## src/rename_config.svh

```systemverilog
`ifndef RENAME_CONFIG_SVH
`define RENAME_CONFIG_SVH

// register counts
`define NUM_ARCH_REGS 16
`define NUM_PHYS_REGS 64

// entries per pair queue, in and out
`define QUEUE_DEPTH 4

// datapath widths
`define DATA_W 64
`define IMM_W 16
`define PC_W 32

`endif

```

## src/uop_queue.sv

```systemverilog
`include "rename_config.svh"

// show-ahead FIFO whose head is valid in the cycle after the push edge
module uop_queue #(
  parameter type T = logic
) (
  input  logic clk,
  input  logic rst_N_in,
  input  logic push,
  input  T     push_data,
  input  logic pop,
  output logic head_valid,
  output T     head_data,
  output logic full,
  output logic two_free
);

  localparam int DEPTH = `QUEUE_DEPTH;
  localparam int PTR_W = $clog2(DEPTH);
  localparam int CNT_W = $clog2(DEPTH + 1);

  T mem [DEPTH];
  logic [PTR_W-1:0] rd_ptr;
  logic [PTR_W-1:0] wr_ptr;
  logic [CNT_W-1:0] count;

  always_ff @(posedge clk) begin
    if (!rst_N_in) begin
      rd_ptr <= '0;
      wr_ptr <= '0;
      count  <= '0;
    end else begin
      if (push) begin
        wr_ptr <= (wr_ptr == PTR_W'(DEPTH - 1)) ? '0 : wr_ptr + 1'b1;
      end
      if (pop) begin
        rd_ptr <= (rd_ptr == PTR_W'(DEPTH - 1)) ? '0 : rd_ptr + 1'b1;
      end
      case ({push, pop})
        2'b10:   count <= count + 1'b1;
        2'b01:   count <= count - 1'b1;
        default: count <= count;  // none, or push and pop together
      endcase
    end
  end

  // entry storage
  always_ff @(posedge clk) begin
    if (push) begin
      mem[wr_ptr] <= push_data;
    end
  end

  assign head_valid = (count != '0);
  assign head_data  = mem[rd_ptr];
  assign full       = (count == CNT_W'(DEPTH));
  assign two_free   = (count <= CNT_W'(DEPTH - 2));  // room for one in flight plus one more

  a_no_push_full: assert property (@(posedge clk) disable iff (!rst_N_in)
    push |-> !full);
  a_no_pop_empty: assert property (@(posedge clk) disable iff (!rst_N_in)
    pop |-> head_valid);

endmodule

```

## config.mk

```make
export PLATFORM = sky130hd
export DESIGN_NAME = uop_queue
export DESIGN_NICKNAME = d
export VERILOG_FILES = /design/src/uop_queue.sv
export VERILOG_INCLUDE_DIRS = /design/src
export SDC_FILE = /design/constraint.sdc
export NUM_CORES = 1
export LEC_CHECK = 0
export BUFFER_PORTS_ARGS = -buffer_cell sky130_fd_sc_hd__buf_2
export CAP_MARGIN = 0
export CORE_AREA = 2 2 43 45
export CTS_CLUSTER_SIZE = 20
export DETAILED_ROUTE_END_ITERATION = 16
export DIE_AREA = 0 0 45 47
export SLEW_MARGIN = 25
export SYNTH_ARGS = -nofsm -noshare
export SYNTH_HDL_FRONTEND = slang
export SYNTH_SLANG_ARGS = --single-unit
```

## constraint.sdc

```tcl
create_clock -name clk -period 4.7 [get_ports clk]
set_clock_uncertainty 0.15 [all_clocks]
set_input_delay 1.41 -clock clk [delete_from_list [all_inputs] [get_ports clk]]
set_output_delay 1.41 -clock clk [all_outputs]
set_load 0.005 [all_outputs]
```

==> flow_metrics.py <==
metrics = {
    "global_routing": {
        "grt_usage_pct": 7.96,
        "grt_pass1_vias": 268,
        "grt_pass1_wl_mm": 1.10,
        "antenna_found_initial": 0,
        "grt_start_max_net_pins": 8,
        "grt_overflow": 0,
    },
    "power": {
        "total_power_mw": 0.239,
        "p_leak_nw": 0.301,
        "power_density_mw_per_mm2": 341,
        "peakVddDrop_mv": 0.100,
    },
    "sta": {
        "slew_viol_final": 0,
        "hold_slack_ns": 0.363,
        "rsz0062_at_grt": "no",
        "setup_viol": 0,
        "worst_pin_slew_ns": 0.163,
        "max_freq_mhz": 357,
        "timing.slew.headroom_pct": 89.1,
        "final.period_utilization_pct": 59.5,
        "fin_setup_tns_ns": 0,
        "final-hold-violation-count": 0,
        "min_period_ns": 2.80,
    },
    "clock_network": {
        "clk_path_buf_depth": 2,
        "cts.repair.resized": 0,
        "cts_setup_buffers": 0,
        "cts_sinks": 13,
        "cts_tree": "yes",
        "clock_latency_ns": 0.27,
        "cts.clk_slew.worst_paths_ns": 0.07,
        "ctsRootBufferMaster": "clkbuf_4",
        "cts_made_buffers": 3,
        "cts_hold_buf": 0,
        "h-tree-depth": 1,
    },
    "placed_design": {
        "io_buffers": 8,
        "placed_area_um2": 673,
        "place_congestion": 0.722,
        "hpwlAfterDp_um": 602,
    },
    "critical_path": {
        "worstRegToRegCells": 5,
        "timing.rr.end": "count[2]",
        "cp_cell_sequence": "buf_2, inv_1, ha_1, inv_1, fa_1, xor2_1, or3_1, a21boi_1",
        "critPathMaxFanout": 7,
        "slowest_stage": "fa_1",
        "cp-start-kind": "input port",
        "arrival_ns": 2.85,
        "r2r_slack_ns": 2.96,
        "slowest_delay_ns": 0.37,
        "critPathKind": "input port to flip-flop",
        "path_common_cell": "inv_1",
        "required_ns": 4.75,
        "reg2reg_from": "count[0]",
        "cp-end-kind": "flip-flop",
    },
    "finish": {
        "utilization_pct": 42.3,
        "antenna_cells": 0,
        "post-route-cell-area_um2": 699,
        "area_delta_synth_final_pct": 14.3,
        "drive_gt1_share_pct": 18.5,
        "final_nets": 78,
    },
    "worst_hold_path": {
        "whs_path_depth": 2,
        "whs_endpoint": "count[2]",
        "min_path_type": "flip-flop to flip-flop",
        "worstHoldStart": "count[2]",
    },
    "detailed_routing": {
        "antenna_left": 0,
        "wl_um": 764,
        "drc": 0,
        "dr.pass1.iters": 2,
        "vias": 365,
        "viasPerCell": 4.45,
        "wl_per_cell_um": 9.32,
        "drt_iter0_markers": 3,
    },
    "floorplan": {
        "die_y_um": 47,
        "initial_core_util_pct": 37.0,
        "core_region_area_mm2": 0.00165,
        "pin_count": 9,
        "std_cell_rows": 15,
        "dieArea_mm2": 0.00212,
        "die_w_um": 45,
    },
    "synth": {
        "synthCells": 53,
        "syn_area_um2": 612,
        "yosysSeqAreaShare_pct": 49.1,
        "synth_nets": 65,
        "synth-seq-cells": 13,
        "syn_area_per_cell_um2": 11.5,
        "synth_warnings": 0,
        "ys_types": 19,
    },
    "job": {
        "cap_viol_max_count": 0,
    },
    "outcome": {
        "status": "complete, no violations",
    },
}
## Yosys cell counts
| cell | instances | share of area (%) |
|---|---|---|
| mux4_2 | 1 | 3.7 |
| and2_1 | 6 | 6.1 |
| nor2b_1 | 4 | 4.1 |
| ha_1 | 6 | 12 |
| mux2i_1 | 3 | 4.9 |
| nor3b_1 | 1 | 1.2 |
| dfxtp_1 | 9 | 29 |
| nor2_1 | 1 | 0.61 |
| or3_1 | 2 | 2.0 |
| edfxtp_1 | 4 | 20 |
| a21oi_1 | 2 | 1.6 |
| a21boi_1 | 1 | 1.2 |
| nand2_1 | 1 | 0.61 |
| o21ai_0 | 2 | 1.6 |
| fa_1 | 1 | 3.3 |
| inv_1 | 6 | 3.7 |
| and3_1 | 1 | 1.0 |
| xor2_1 | 1 | 1.4 |
| xnor2_1 | 1 | 1.4 |
## logic make-up after synthesis
logic type / synth area share, %
AO/OA/AOI/OAI: 4.50
XOR/XNOR: 2.86
buffers and inverters: 3.68
multiplexers: 8.59
adder cells (fa/ha/maj): 15.5
AND/OR/NAND/NOR: 15.7
flip-flops: 49.1
## report_power, final
group | switching, mW | leakage [nW] | internal (mW)
registers | 0.00660 | 0.111 | 0.125
clock network | 0.0347 | 0.0150 | 0.0328
logic | 0.0177 | 0.175 | 0.0216
## cells in the final DEF (no fill, tap or decap)
cell      instances
nand2_1           1
or3_1             2
nor2b_1           4
dfxtp_1           9
edfxtp_1          4
xnor2_1           1
clkbuf_4          3
xor2_1            1
and2_1            6
clkbuf_1          1
nor3b_1           1
nor2_1            1
ha_1              6
buf_2             8
and3_1            1
mux4_2            1
inv_1             6
fa_1              1
a21boi_1          1
mux2i_1           3
o21ai_0           2
a21oi_1           2
## per-stage QoR
stage,cells,setup WS [ns]
after floorplan,53,1.85
after global placement,78,1.65
after detailed placement,78,1.62
after CTS,82,1.88
after global routing,82,1.79
final,82,1.90
## worst max-delay path, delay by kind of cell
family                   cells  cell delay (ns)
AO/OA/AOI/OAI                1             0.14
XOR/XNOR                     1             0.17
adder cells (fa/ha/maj)      2             0.55
buffers and inverters        3             0.26
AND/OR/NAND/NOR              1             0.31
## layer usage
| metal | share of wire (%) | wire length, um | up-vias | global-route usage [%] |
|---|---|---|---|---|
| met2 | 48 | 364 | 4 | 10.6 |
| met3 | 2.9 | 22 | 2 | 4.62 |
| met5 | 0 | 0 | - | 0 |
| met1 | 47 | 358 | 158 | 8.98 |
| li1 | - | - | 201 | - |
| met4 | 2.4 | 18 | 0 | 7.06 |
## final cells by class
| cell class | count | area (um2) |
|---|---|---|
| Multi-Input combinational cell | 34 | 289 |
| Fill cell | 164 | 952 |
| Inverter | 6 | 22.5 |
| Clock buffer | 4 | 26.3 |
| Tap cell | 17 | 21.3 |
| Sequential cell | 13 | 300 |
| Timing Repair Buffer | 8 | 40.0 |
## worst max path at each step
stage | from | slack, ns | endpoint
detailed placement | push | 1.62 | count[2]
floorplan | push | 1.85 | count[2]
CTS | flip-flop | 1.88 | head_data
finish | push | 1.90 | count[2]
global route | push | 1.79 | count[2]
global placement | push | 1.65 | count[2]
No activity file was read; power rests on OpenSTA's default activity.
