### config.mk
export PLATFORM = sky130hd
export DESIGN_NAME = rat
export DESIGN_NICKNAME = d
export VERILOG_FILES = /design/src/uop_pkg.sv /design/src/rob_pkg.sv /design/src/rat.sv
export VERILOG_INCLUDE_DIRS = /design/src
export SDC_FILE = /design/constraint.sdc
export NUM_CORES = 1
export LEC_CHECK = 0
export BUFFER_PORTS_ARGS = -buffer_cell sky130_fd_sc_hd__buf_4
export CAP_MARGIN = 20
export CORE_AREA = 4 4 242 244
export DETAILED_ROUTE_END_ITERATION = 16
export DIE_AREA = 0 0 246 248
export PLACE_DENSITY = 0.5
export SETUP_SLACK_MARGIN = 0.2
export SYNTH_ARGS = -nofsm -noshare
export SYNTH_HDL_FRONTEND = slang
export SYNTH_SLANG_ARGS = --single-unit
### constraint.sdc
create_clock -name clk -period 11.6 [get_ports clk]
set_input_delay 1.16 -clock clk [delete_from_list [all_inputs] [get_ports clk]]
set_output_delay 1.16 -clock clk [all_outputs]
set_load 0.05 [all_outputs]
### src/rename_config.svh
`ifndef RENAME_CONFIG_SVH
`define RENAME_CONFIG_SVH

// register counts
`define NUM_ARCH_REGS 16
`define NUM_PHYS_REGS 64

// entries per pair queue, in and out
`define QUEUE_DEPTH 4

// datapath widths
`define DATA_W 64
`define IMM_W 16
`define PC_W 32

`endif

### src/uop_pkg.sv
`include "rename_config.svh"

package uop_pkg;

  // architectural register index
  typedef logic [$clog2(`NUM_ARCH_REGS)-1:0] arch_reg_t;

  // one decoded instruction as it leaves the decoder
  typedef struct packed {
    logic [`PC_W-1:0]  pc;
    logic [7:0]        opcode;
    logic              valb_sel;  // 1 = src2 is a register, 0 = imm
    arch_reg_t         dst;
    arch_reg_t         src1;
    arch_reg_t         src2;      // ignored when valb_sel is 0
    logic [`IMM_W-1:0] imm;
  } uop_insn;

  // slot 0 is the older instruction
  typedef uop_insn [1:0] uop_pair_t;

endpackage

### src/rob_pkg.sv
`include "rename_config.svh"

package rob_pkg;
  import uop_pkg::*;

  // physical register index
  typedef logic [$clog2(`NUM_PHYS_REGS)-1:0] phys_reg_t;

  typedef enum logic [1:0] {
    ISSUED    = 2'd0,
    DONE      = 2'd1,
    COMMITTED = 2'd2
  } rob_status_t;

  // one renamed instruction headed for the rob
  typedef struct packed {
    logic [`PC_W-1:0] pc;
    logic [`PC_W-1:0] next_pc;
    uop_insn          uop;
    phys_reg_t        r1_reg_phys;
    phys_reg_t        r2_reg_phys;    // imm register when valb_sel is 0
    phys_reg_t        dest_reg_phys;
    rob_status_t      status;
  } rob_entry;

  typedef rob_entry [1:0] rob_pair_t;

  // register file write port, driven by rename for immediates
  typedef struct packed {
    logic              en;
    phys_reg_t         index_in;
    logic [`DATA_W-1:0] data_in;
  } regfile_write_port;

endpackage

### src/rat.sv
`include "rename_config.svh"

module rat
  import uop_pkg::*;
  import rob_pkg::*;
(
  input  logic                      clk,
  input  logic                      rst_N_in,

  // from the input queue head
  input  logic                      q_valid,
  input  uop_pair_t                 instr,
  output logic                      q_increment_ready,  // pop in the cycle of progress

  // to the output buffer
  output rob_pair_t                 rob_data,
  output logic                      rob_data_valid,
  input  logic                      rob_ready,

  // free list handshake
  output logic [3:0]                frl_ready,
  input  phys_reg_t [3:0]           free_register_data,
  input  logic                      frl_valid,

  // immediate writes into the register file
  output regfile_write_port [1:0]   regfile
);

  logic      progress;
  phys_reg_t map_q [`NUM_ARCH_REGS];  // arch -> phys
  rob_pair_t rob_d;

  // all three sides must agree in one cycle
  assign progress = q_valid && frl_valid && rob_ready;

  assign q_increment_ready = progress;

  // 0,1 = destinations, 2+i = imm register of slot i
  assign frl_ready[0] = progress;
  assign frl_ready[1] = progress;
  assign frl_ready[2] = progress && !instr[0].valb_sel;
  assign frl_ready[3] = progress && !instr[1].valb_sel;

  always_comb begin
    for (int i = 0; i < 2; i++) begin
      rob_d[i].pc            = instr[i].pc;
      rob_d[i].next_pc       = instr[i].pc;  // no next pc logic yet
      rob_d[i].uop           = instr[i];
      rob_d[i].r1_reg_phys   = map_q[instr[i].src1];
      if (instr[i].valb_sel) begin
        rob_d[i].r2_reg_phys = map_q[instr[i].src2];
      end else begin
        rob_d[i].r2_reg_phys = free_register_data[2+i];  // holds the imm
      end
      rob_d[i].dest_reg_phys = free_register_data[i];
      rob_d[i].status        = ISSUED;
    end

    // slot 1 sees slot 0's new mapping, not the table
    if (instr[1].src1 == instr[0].dst) begin
      rob_d[1].r1_reg_phys = free_register_data[0];
    end
    if (instr[1].valb_sel && instr[1].src2 == instr[0].dst) begin
      rob_d[1].r2_reg_phys = free_register_data[0];
    end
  end

  always_ff @(posedge clk) begin
    if (!rst_N_in) begin
      rob_data_valid <= 1'b0;
      for (int i = 0; i < 2; i++) begin
        regfile[i].en <= 1'b0;
      end
      for (int a = 0; a < `NUM_ARCH_REGS; a++) begin
        map_q[a] <= phys_reg_t'(a);  // identity map
      end
    end else begin
      rob_data_valid <= progress;
      for (int i = 0; i < 2; i++) begin
        regfile[i].en       <= progress && !instr[i].valb_sel;
        regfile[i].index_in <= free_register_data[2+i];
        regfile[i].data_in  <= {{(`DATA_W - `IMM_W){1'b0}}, instr[i].imm};
      end
      if (progress) begin
        rob_data <= rob_d;
        map_q[instr[0].dst] <= free_register_data[0];
        // with the same dst in both slots this later write wins
        map_q[instr[1].dst] <= free_register_data[1];
      end
    end
  end

  // the two slots of one pair never get the same new register
  a_distinct_dests: assert property (@(posedge clk) disable iff (!rst_N_in)
    rob_data_valid |-> (rob_data[0].dest_reg_phys != rob_data[1].dest_reg_phys));

endmodule

==> results of run 1 <==
## layout make-up
| class | count | area, um2 | share of cell area (%) |
|---|---|---|---|
| flip-flops and latches | 317 | 9490 | 45.6 |
| multi-input cells | 565 | 5110 | 24.6 |
| clock inverters | 27 | 265 | 1.28 |
| clock buffers | 45 | 998 | 4.80 |
| well taps | 756 | 946 | 4.55 |
| inverters | 16 | 67.6 | 0.325 |
| repair buffers | 522 | 3920 | 18.8 |
## where the power goes
group	internal, mW	switching (mW)	leakage, nW
registers	1.32	0.0507	2.97
clock network	0.714	0.503	0.613
logic	0.169	0.389	4.49
total	2.20	0.942	8.07
## Yosys cell counts (2+ instances only)
cell / number
and2_1: 8
dfxtp_1: 3
nand2b_1: 6
mux4_2: 90
nand4_1: 13
o22a_1: 6
a22o_1: 54
nand3_1: 26
nand4b_1: 8
a21oi_1: 28
buf_4: 234
a31oi_1: 5
o21ai_0: 16
nor2b_1: 7
or2_2: 4
nand2_1: 29
clkbuf_1: 36
nor4_4: 5
and3_1: 5
buf_2: 21
nor4_2: 8
mux2_2: 6
buf_1: 12
nor2_1: 41
xor2_1: 2
a22oi_1: 7
xnor2_1: 6
mux2i_1: 54
edfxtp_1: 314
inv_2: 2
a2bb2oi_1: 11
inv_1: 14
nor3_1: 8
a221oi_1: 5
## state kept, by name, indices dropped and copies added, names as in the netlist
signal          count
rob_data_valid      1
regfile            46
map_q              96
rob_data          174
## final timing paths
path | end | slack (ns) | cells past startpoint
worst max-delay path | rob_data[171]$_DFFE_PP_ | 7.38 | 7
worst min-delay path | rob_data[211]$_DFFE_PP_ | 0.77 | 1
worst min register to register | rob_data[16]$_DFFE_PP_ | 0.96 | 2
worst max register to register | rob_data[9]$_DFFE_PP_ | 9.62 | 4
## per-stage QoR
step / hold slack (ns) / power [mW] / cells / setup slack [ns] / utilization [%]
2_1_floorplan: 0.776 / 1.78 / 1201 / 6.71 / -
3_5_place_dp: 0.951 / 1.95 / 2176 / 6.66 / 34.7
6_report: 0.770 / 3.14 / 2248 / 7.38 / 37.0
3_3_place_gp: 0.956 / 1.95 / 2176 / 6.74 / 34.7
5_1_grt: 0.737 / 3.24 / 2248 / 7.11 / 37.0
4_1_cts: 0.733 / 3.18 / 2248 / 7.27 / 37.0
## cells by family after synthesis
family / Yosys count
xor gates and xnor gates: 8
muxes: 150
DFF: 317
other: 1
buffers and inverters: 319
AOI/OAI and AO/OA: 133
and+or+nand+nor: 174
## layer usage
layer / wire length, um / part of all wire (%) / global-route usage (%)
met1: 25900 / 40 / 26.1
met2: 31800 / 48 / 33.1
met3: 6190 / 9.4 / 5.50
met4: 1650 / 2.5 / 5.34
met5: 27 / 0.041 / 0
## worst max-delay path: stages
cell and delay [ns]:
buf_4 0.31, nand4_4 0.48, inv_8 0.76, buf_4 0.84, nand3_2 0.17, nor3_4 0.34, mux2_2 0.38
==> metrics.cfg, run 1 <==
[finish]
layout_commonest_cell=buf_4
diodes=0
final_layout_size_suffix_gt1_share_pct=47.0
fin_nets=1628
final_cell_mix=buf_4, edfxtp_1, conb_1
area_growth_pct=27.3
finish.instance_area_mm2=0.0208
nFillCells=5384

[routing]
ant_nets=0
wirelength_um=65500
drcViolationCount=0
via_per_inst=5.00
vias=11200
wl_per_cell_um=29.2
dr.pass1.iters=6
drt-initial-drc-count=1194

[die]
rows=87
core_area_mm2=0.0563
start_util_pct=29.0
die-area_mm2=0.0610
die_h_um=248
ios=621
die_width_um=246

[yosys]
synth_seq_cells=317
synth_edf_count=314
avgSynthCellArea_um2=14.8
synthAdderAreaFrac_pct=0
synth_cells=1102
ys_async_sr_fraction_pct=0
synthesis.area_mm2=0.0163
synthXorXnorAreaFrac_pct=0.429
synthSimpleGateAreaFrac_pct=6.45
synth_top_area_share_pct=57.7
synth_cell_types=42
synthMuxAreaShare_pct=16.1
yosysSeqAreaShare_pct=58.1
synth_top_family_by_area=multiplexers
synth_largest_area_cell=edfxtp_1
synth.top_cells.by_area=edfxtp_1, mux4_2, buf_4, mux2i_1, a22o_1
ys_warn_count=0
synth_compound_area_share_pct=5.99
synthFlopType=edfxtp_1

[clock_network]
clk_pin_slew_worst_paths_ns=0.06
postCtsHoldBufs=0
cts_buffers=39
post_cts_buffers=0
htreeDepth=2
clk-insertion-delay-late_ns=0.55
cts_tree=yes
cts-resized-gates=0
cts_sinks=317
clock_path_buffers=3
cts_root_buf=clkbuf_16

[grt]
grt_antenna_before_repair=2
gr-usage-all-layers_pct=20.0
grt_first_pass_wirelength_um=85700
first_global_vias=10500
grt_start_max_net_pins=128
grt-ovfl-total=0

[power_and_ir_drop]
leakage_nw=8.07
p_per_area_mw_per_mm2=151
irDropWorstVdd_mv=0.0908

[placement]
hpwlAfterDp_um=50400
io_buffers=520
dpl-instance-area_mm2=0.0195
place_congestion=0.939

[sta]
fin_crit_sh_pct=36.4
finalMaxSlewViolations=0
fin_worst_skew_ns=0.0173
slew_headroom_pct=34.5
min_period_ns=4.22
tns_ns=0
max_freq_ghz=0.237
setup_viol=0
hold_viol_final=0
worst_pin_slew_ns=0.983
rsz0062_at_grt=false

[min_path]
hold_start=instr[107]
hold_class=in2reg

[status]
status=completed

[critical_path]
critPathMaxFanout=127
rr_startpoint=map_q[2][1]$_DFFE_PP_
cp-start-kind=input pin
path_class=in2reg
crit_required_ns=11.91
crit_path_start=rst_N_in
endpoint_kind=flip-flop
arrival_ns=4.53

[flow_run]
maxCapViolCount=0

Note: power is estimated with default switching activity, not from simulation.
==> run 2, diff against run 1 <==
--- a/config.mk
+++ b/config.mk
@@ -11,7 +11,7 @@
 export CORE_AREA = 4 4 242 244
 export DETAILED_ROUTE_END_ITERATION = 16
 export DIE_AREA = 0 0 246 248
-export PLACE_DENSITY = 0.5
+export PLACE_DENSITY = 0.52
 export SETUP_SLACK_MARGIN = 0.2
 export SYNTH_ARGS = -nofsm -noshare
 export SYNTH_HDL_FRONTEND = slang
==> constraint.sdc (replaced) <==
create_clock -name clk -period 3.39 [get_ports clk]
set_input_delay 0.339 -clock clk [delete_from_list [all_inputs] [get_ports clk]]
set_output_delay 0.339 -clock clk [all_outputs]
set_load 0.05 [all_outputs]
==> run 2 against run 1 <==
Design area increased by 6.0%. First-iteration DRC count shrank 16%. Register-to-register slack worse by 8.1 ns. Combinational power grew to 3.6 times the previous value. Sequential power increased to 3.4 times the previous value. Global-route usage rose by 1.1 points. Clock-buffer cell count rose by 1. Non-clock buffer count is 126 higher. Highest routed layer unchanged.
==> metrics.cfg, run 2 (synthesis gave the netlist of run 1 again) <==
[status]
status=completed

[die]
core_area_mm2=0.0563
die_h_um=248
start_util_pct=29.0
rows=87
die_width_um=246
ios=621
die-area_mm2=0.0610

[grt]
grt-ovfl-total=0
first_global_vias=11400
gr-usage-all-layers_pct=21.2
grt_antenna_before_repair=2
grt_first_pass_wirelength_um=90800
grt_start_max_net_pins=87

[finish]
multi_input_area_mm2=0.00511
nFillCells=5259
final_layout_size_suffix_gt1_share_pct=43.3
stdcell_count=2370
finish.instance_area_mm2=0.0220
area_growth_pct=35.0
final_cell_mix=buf_4, edfxtp_1, dlygate4sd3_1
largest_register_ffs=174
fin_nets=1754
post-route-util_pct=39.2
regArea_mm2=0.00949
largest_registers=rob_data x174, map_q x96, regfile x46
layout_commonest_cell=buf_4
regMostFlops=rob_data

[power_and_ir_drop]
switching_share_pct=29.7
irDropWorstVdd_mv=0.327
p_per_area_mw_per_mm2=489
p_sw_mw=3.20
p_total_mw=10.8
combPwrFrac_pct=18.5
power_frac_clock_pct=37.6
pwr-share-seq_pct=43.8
internal_power_mw=7.57
leakage_nw=8.59

[critical_path]
cp-start-kind=flip-flop
critPathCapture=rob_data[14]$_DFFE_PP_
endpoint_kind=flip-flop
crit_required_ns=3.67
path_class=reg2reg
arrival_ns=2.17
reg2reg_depth=2
reg2reg_slack_ns=1.50
r2r_end=rob_data[14]$_DFFE_PP_
crit_path_start=map_q[7][0]$_DFFE_PP_
rr_startpoint=map_q[7][0]$_DFFE_PP_
critPathMaxFanout=4

[sta]
setup_viol=0
worst_pin_slew_ns=0.970
tns_ns=0
fin_worst_skew_ns=0.0159
slew_headroom_pct=35.3
hold_viol_final=0
finalMaxSlewViolations=0
fin_crit_sh_pct=55.8
final.setup.worst_slack_ns=1.50
rsz0062_at_grt=false
hold_slack_ns=0.0268
max_freq_ghz=0.528
min_period_ns=1.89

[clock_network]
cts_root_buf=clkbuf_16
clk-insertion-delay-late_ns=0.55
htreeDepth=2
cts_tree=yes
clock_path_buffers=3
cts_sinks=317
cts_buffers=39
post_cts_buffers=0
clk_pin_slew_worst_paths_ns=0.06

[routing]
wirelength_um=68600
drcViolationCount=0
dr.pass1.iters=5
wl_per_cell_um=28.9
vias=11800
ant_nets=0
via_per_inst=4.97
drt-initial-drc-count=1002

[placement]
io_buffers=520
hpwlAfterDp_um=51600
dp_cells=2178
post-place-ws_ns=1.13
place_congestion=0.913
dpl-instance-area_mm2=0.0196

[min_path]
hold_class=in2reg

[flow_run]
maxCapViolCount=0

## run 2: final cells by class
| cell class | count | share of cell area, % |
|---|---|---|
| Antenna cell | 1 | 0.0114 |
| Multi-Input combinational cell | 565 | 23.2 |
| Clock inverter | 21 | 0.931 |
| Sequential cell | 317 | 43.0 |
| Timing Repair Buffer | 648 | 23.6 |
| Clock buffer | 46 | 4.64 |
| Tap cell | 756 | 4.29 |
| Inverter | 16 | 0.306 |
## run 2: power groups by stage
| stage | Sequential, mW | Combinational [mW] | Clock [mW] |
|---|---|---|---|
| floorplan | 5.02 | 1.06 | 0 |
| global placement | 4.78 | 1.87 | 0 |
| detailed placement | 4.79 | 1.87 | 0 |
| CTS | 4.71 | 2.00 | 4.18 |
| global route | 4.72 | 2.07 | 4.35 |
| finish | 4.72 | 2.00 | 4.05 |
## run 2: worst min-delay path by stage
stage | startpoint | endpoint | slack (ns) | depth (start not counted)
2_1_floorplan | instr[97] | regfile[141]$_SDFF_PN0_ | 0.41 | 1
3_3_place_gp | instr[51] | rob_data[71]$_DFFE_PP_ | 0.52 | 1
3_5_place_dp | instr[46] | rob_data[66]$_DFFE_PP_ | 0.52 | 1
4_1_cts | free_register_data[20] | regfile[137]$_DFFE_PP_ | 0.001 | 1
5_1_grt | free_register_data[20] | regfile[137]$_DFFE_PP_ | 0.007 | 1
6_report | free_register_data[20] | regfile[137]$_DFFE_PP_ | 0.03 | 1
## run 2: repair_timing
| item | 4_1_cts | 5_1_grt |
|---|---|---|
| hold buffers | 124 | 0 |
| hold endpoints to repair | 156 | 0 |
| gates resized for setup | 0 | 0 |
## run 2: worst max-delay path, cell delays in order, from the launching register on
cell	delay, ns
edfxtp_1	0.60
mux4_2	0.55
mux4_2	0.48
## run 2: layer usage
| metal | vias to the layer above | global-route usage (%) | part of all wire (%) | wire length, um |
|---|---|---|---|---|
| li1 | 4905 | - | - | - |
| met1 | 5997 | 26.6 | 39 | 26500 |
| met4 | 2 | 9.93 | 5.1 | 3530 |
| met2 | 740 | 34.1 | 47 | 32200 |
| met5 | - | 0 | 0.019 | 13 |
| met3 | 131 | 5.73 | 9.2 | 6340 |
==> run 3, diff against run 2 <==
--- a/config.mk
+++ b/config.mk
@@ -6,11 +6,12 @@
 export SDC_FILE = /design/constraint.sdc
 export NUM_CORES = 1
 export LEC_CHECK = 0
+export ABC_AREA = 1
 export BUFFER_PORTS_ARGS = -buffer_cell sky130_fd_sc_hd__buf_4
 export CAP_MARGIN = 20
-export CORE_AREA = 4 4 242 244
+export CORE_AREA = 4 4 239 241
 export DETAILED_ROUTE_END_ITERATION = 16
-export DIE_AREA = 0 0 246 248
+export DIE_AREA = 0 0 243 245
 export PLACE_DENSITY = 0.52
 export SETUP_SLACK_MARGIN = 0.2
 export SYNTH_ARGS = -nofsm -noshare
==> constraint.sdc (replaced) <==
create_clock -name clk -period 2 [get_ports clk]
set_input_delay 0.2 -clock clk [delete_from_list [all_inputs] [get_ports clk]]
set_output_delay 0.2 -clock clk [all_outputs]
set_load 0.05 [all_outputs]
==> run 3 against run 2 <==
Setup slack got worse by 1.3 ns. Hold slack better by 0.0083 ns. First-iteration DRC count up 63%. Sequential power rose by 68%. Design area grew 7.2%. Via count is 29% higher. Sequential cell count stayed put. Clock power up 83%. Register-to-register slack got worse by 1.2 ns. Die area down 2.4%. Critical endpoint is now rob_data[162]$_DFFE_PP_.
==> metrics.cfg, run 3 <==
[finish]
regMostFlops=rob_data
post-route-util_pct=43.1
layout_commonest_cell=buf_4
area_growth_pct=40.0
diodes=0
largest_registers=rob_data x174, map_q x96, regfile x46
fin_nets=2492
final_cell_mix=buf_4, edfxtp_1, nand2_1
largest_register_ffs=174
final_layout_size_suffix_gt1_share_pct=30.9
finish.instance_area_mm2=0.0236

[status]
status=completed

[yosys]
synth.top_cells.by_area=edfxtp_1, buf_4, nand3_1, nand2_1, inv_1
yosysMostFrequentCell=edfxtp_1
synth_cells=1761
synthMuxAreaShare_pct=0
synthAdderAreaFrac_pct=0
ys_async_sr_fraction_pct=0
synth_compound_area_share_pct=9.98
synth_top_area_share_pct=55.8
synth_edf_count=314
synthFlopType=edfxtp_1
synth_seq_cells=317
yosysSeqAreaShare_pct=56.2
synth_largest_area_cell=edfxtp_1
synth_top_family_by_area=simple AND/OR/NAND/NOR gates
synthesis.area_mm2=0.0169
synthSimpleGateAreaFrac_pct=17.9
ys_warn_count=0
synth_commonest_cells=edfxtp_1, nand2_1, nand3_1, buf_4, inv_1
synthXorXnorAreaFrac_pct=0.156
avgSynthCellArea_um2=9.59
synth_cell_types=34

[min_path]
hold_start=free_register_data[3]
whs_endpoint=rob_data[5]$_DFFE_PP_
hold_class=in2reg
hold_path_depth=1

[grt]
gr-usage-all-layers_pct=24.6
grt-ovfl-total=0
grt_start_max_net_pins=89
grt_antenna_before_repair=4
first_global_vias=14300
grt_first_pass_wirelength_um=107000

[power_and_ir_drop]
leakage_nw=10.1
irDropWorstVdd_mv=0.533
p_total_mw=19.1
p_per_area_mw_per_mm2=809

[clock_network]
clock_path_buffers=3
cts_buffers=39
cts_tree=yes
htreeDepth=2
clk_pin_slew_worst_paths_ns=0.07
cts_root_buf=clkbuf_16
cts_sinks=317
clk-insertion-delay-late_ns=0.56

[critical_path]
crit_path_start=instr[87]
r2r_end=rob_data[162]$_DFFE_PP_
critPathMaxFanout=7
reg2reg_depth=8
cp-start-kind=input pin
crit_chain=dlygate4sd3_1, buf_4, inv_1, buf_4, nand3_1, nand3_1, nand3_1, nand2_1, nand2_1
cpMostUsedCell=nand3_1
reg2reg_slack_ns=0.30
arrival_ns=2.07
cp_slowest_cell=dlygate4sd3_1
slowest_delay_ns=0.55
endpoint_kind=flip-flop
crit_required_ns=2.28
rr_startpoint=map_q[1][1]$_DFFE_PP_
path_class=in2reg

[die]
start_util_pct=30.8
die_width_um=243
core_area_mm2=0.0549
die-area_mm2=0.0595
die_h_um=245
rows=86
ios=621

[sta]
hold_slack_ns=0.0351
worst_pin_slew_ns=0.643
slew_headroom_pct=57.1
rsz0062_at_grt=false
finalMaxSlewViolations=0
fin_worst_skew_ns=0.0252
fin_crit_sh_pct=89.5
min_period_ns=1.79
tns_ns=0
hold_viol_final=0
setup_viol=0
max_freq_ghz=0.559

[routing]
via_per_inst=4.97
ant_nets=0
vias=15200
wirelength_um=77300
wl_per_cell_um=25.3
drt-initial-drc-count=1631
drcViolationCount=0
dr.pass1.iters=6

[placement]
dpl-instance-area_mm2=0.0208
place_congestion=0.949
io_buffers=520
hpwlAfterDp_um=59200

[flow_run]
maxCapViolCount=0

[run 3: cell types whose count changed in the layout (fill, tap and decap cells not counted), moves of 50 or more]
cell      before  now
a22o_1        54    0
inv_1         14  118
nand2_1       29  306
a21oi_1       28   78
mux2i_1       54    0
nand3_1       26  238
o211ai_1       0   54
buf_4        522  589
o21ai_0       16   80
mux4_2        90    0
[run 3: layer usage]
| metal | wire (um) | track usage, % | share of wire, % |
|---|---|---|---|
| met1 | 32200 | 33.0 | 42 |
| met2 | 37400 | 40.9 | 48 |
| met3 | 5460 | 4.63 | 7.1 |
| met4 | 2240 | 6.79 | 2.9 |
| met5 | 40 | 0 | 0.052 |
[run 3: what timing repair did]
item                                    4_1_cts  5_1_grt
resized for setup                             0        2
hold buffers                                148        0
setup buffers                                 0        0
hold endpoints to repair                    186        0
endpoints found under the setup margin        0       10
[run 3: worst max-delay path: cells and delay by family]
family,cells,cell delay (ns)
buf+inv,4,1.35
simple gates,5,0.51
[run 3: worst max path at each step]
stage	endpoint	slack, ns	cells past startpoint
2_1_floorplan	map_q[11][0]$_DFFE_PP_	0.04	7
6_report	rob_data[162]$_DFFE_PP_	0.21	9
5_1_grt	rob_data[162]$_DFFE_PP_	0.20	10
4_1_cts	rob_data[266]	0.27	1
3_3_place_gp	map_q[3][0]$_DFFE_PP_	0.12	9
3_5_place_dp	map_q[3][2]$_DFFE_PP_	0.10	9
[run 3: logic make-up after synthesis]
logic type,count (synthesis)
XOR/XNOR,3
flip-flops,317
AO/OA/AOI/OAI,295
other,1
AND/OR/NAND/NOR,678
buffers and inverters,467
[run 3: final cells by class]
class                           count  area (um2)
Timing Repair Buffer              748        6120
Clock buffer                       46        1040
Tap cell                          704         881
Sequential cell                   317        9490
Fill cell                        5250       31200
Clock inverter                     23         275
Multi-Input combinational cell   1076        5280
Inverter                          143         548
[run 3: power breakdown]
| part | total, mW | internal, mW | switching [mW] |
|---|---|---|---|
| clock network | 7.42 | 4.51 | 2.91 |
| logic | 3.77 | 1.13 | 2.64 |
| registers | 7.94 | 7.64 | 0.297 |
| total | 19.1 | 13.3 | 5.85 |
[run 3: per-stage QoR]
step,worst slack (ns),instances
3_5_place_dp,0.102,2840
2_1_floorplan,0.0393,1860
5_1_grt,0.201,3057
4_1_cts,0.270,3057
6_report,0.210,3057
3_3_place_gp,0.125,2840
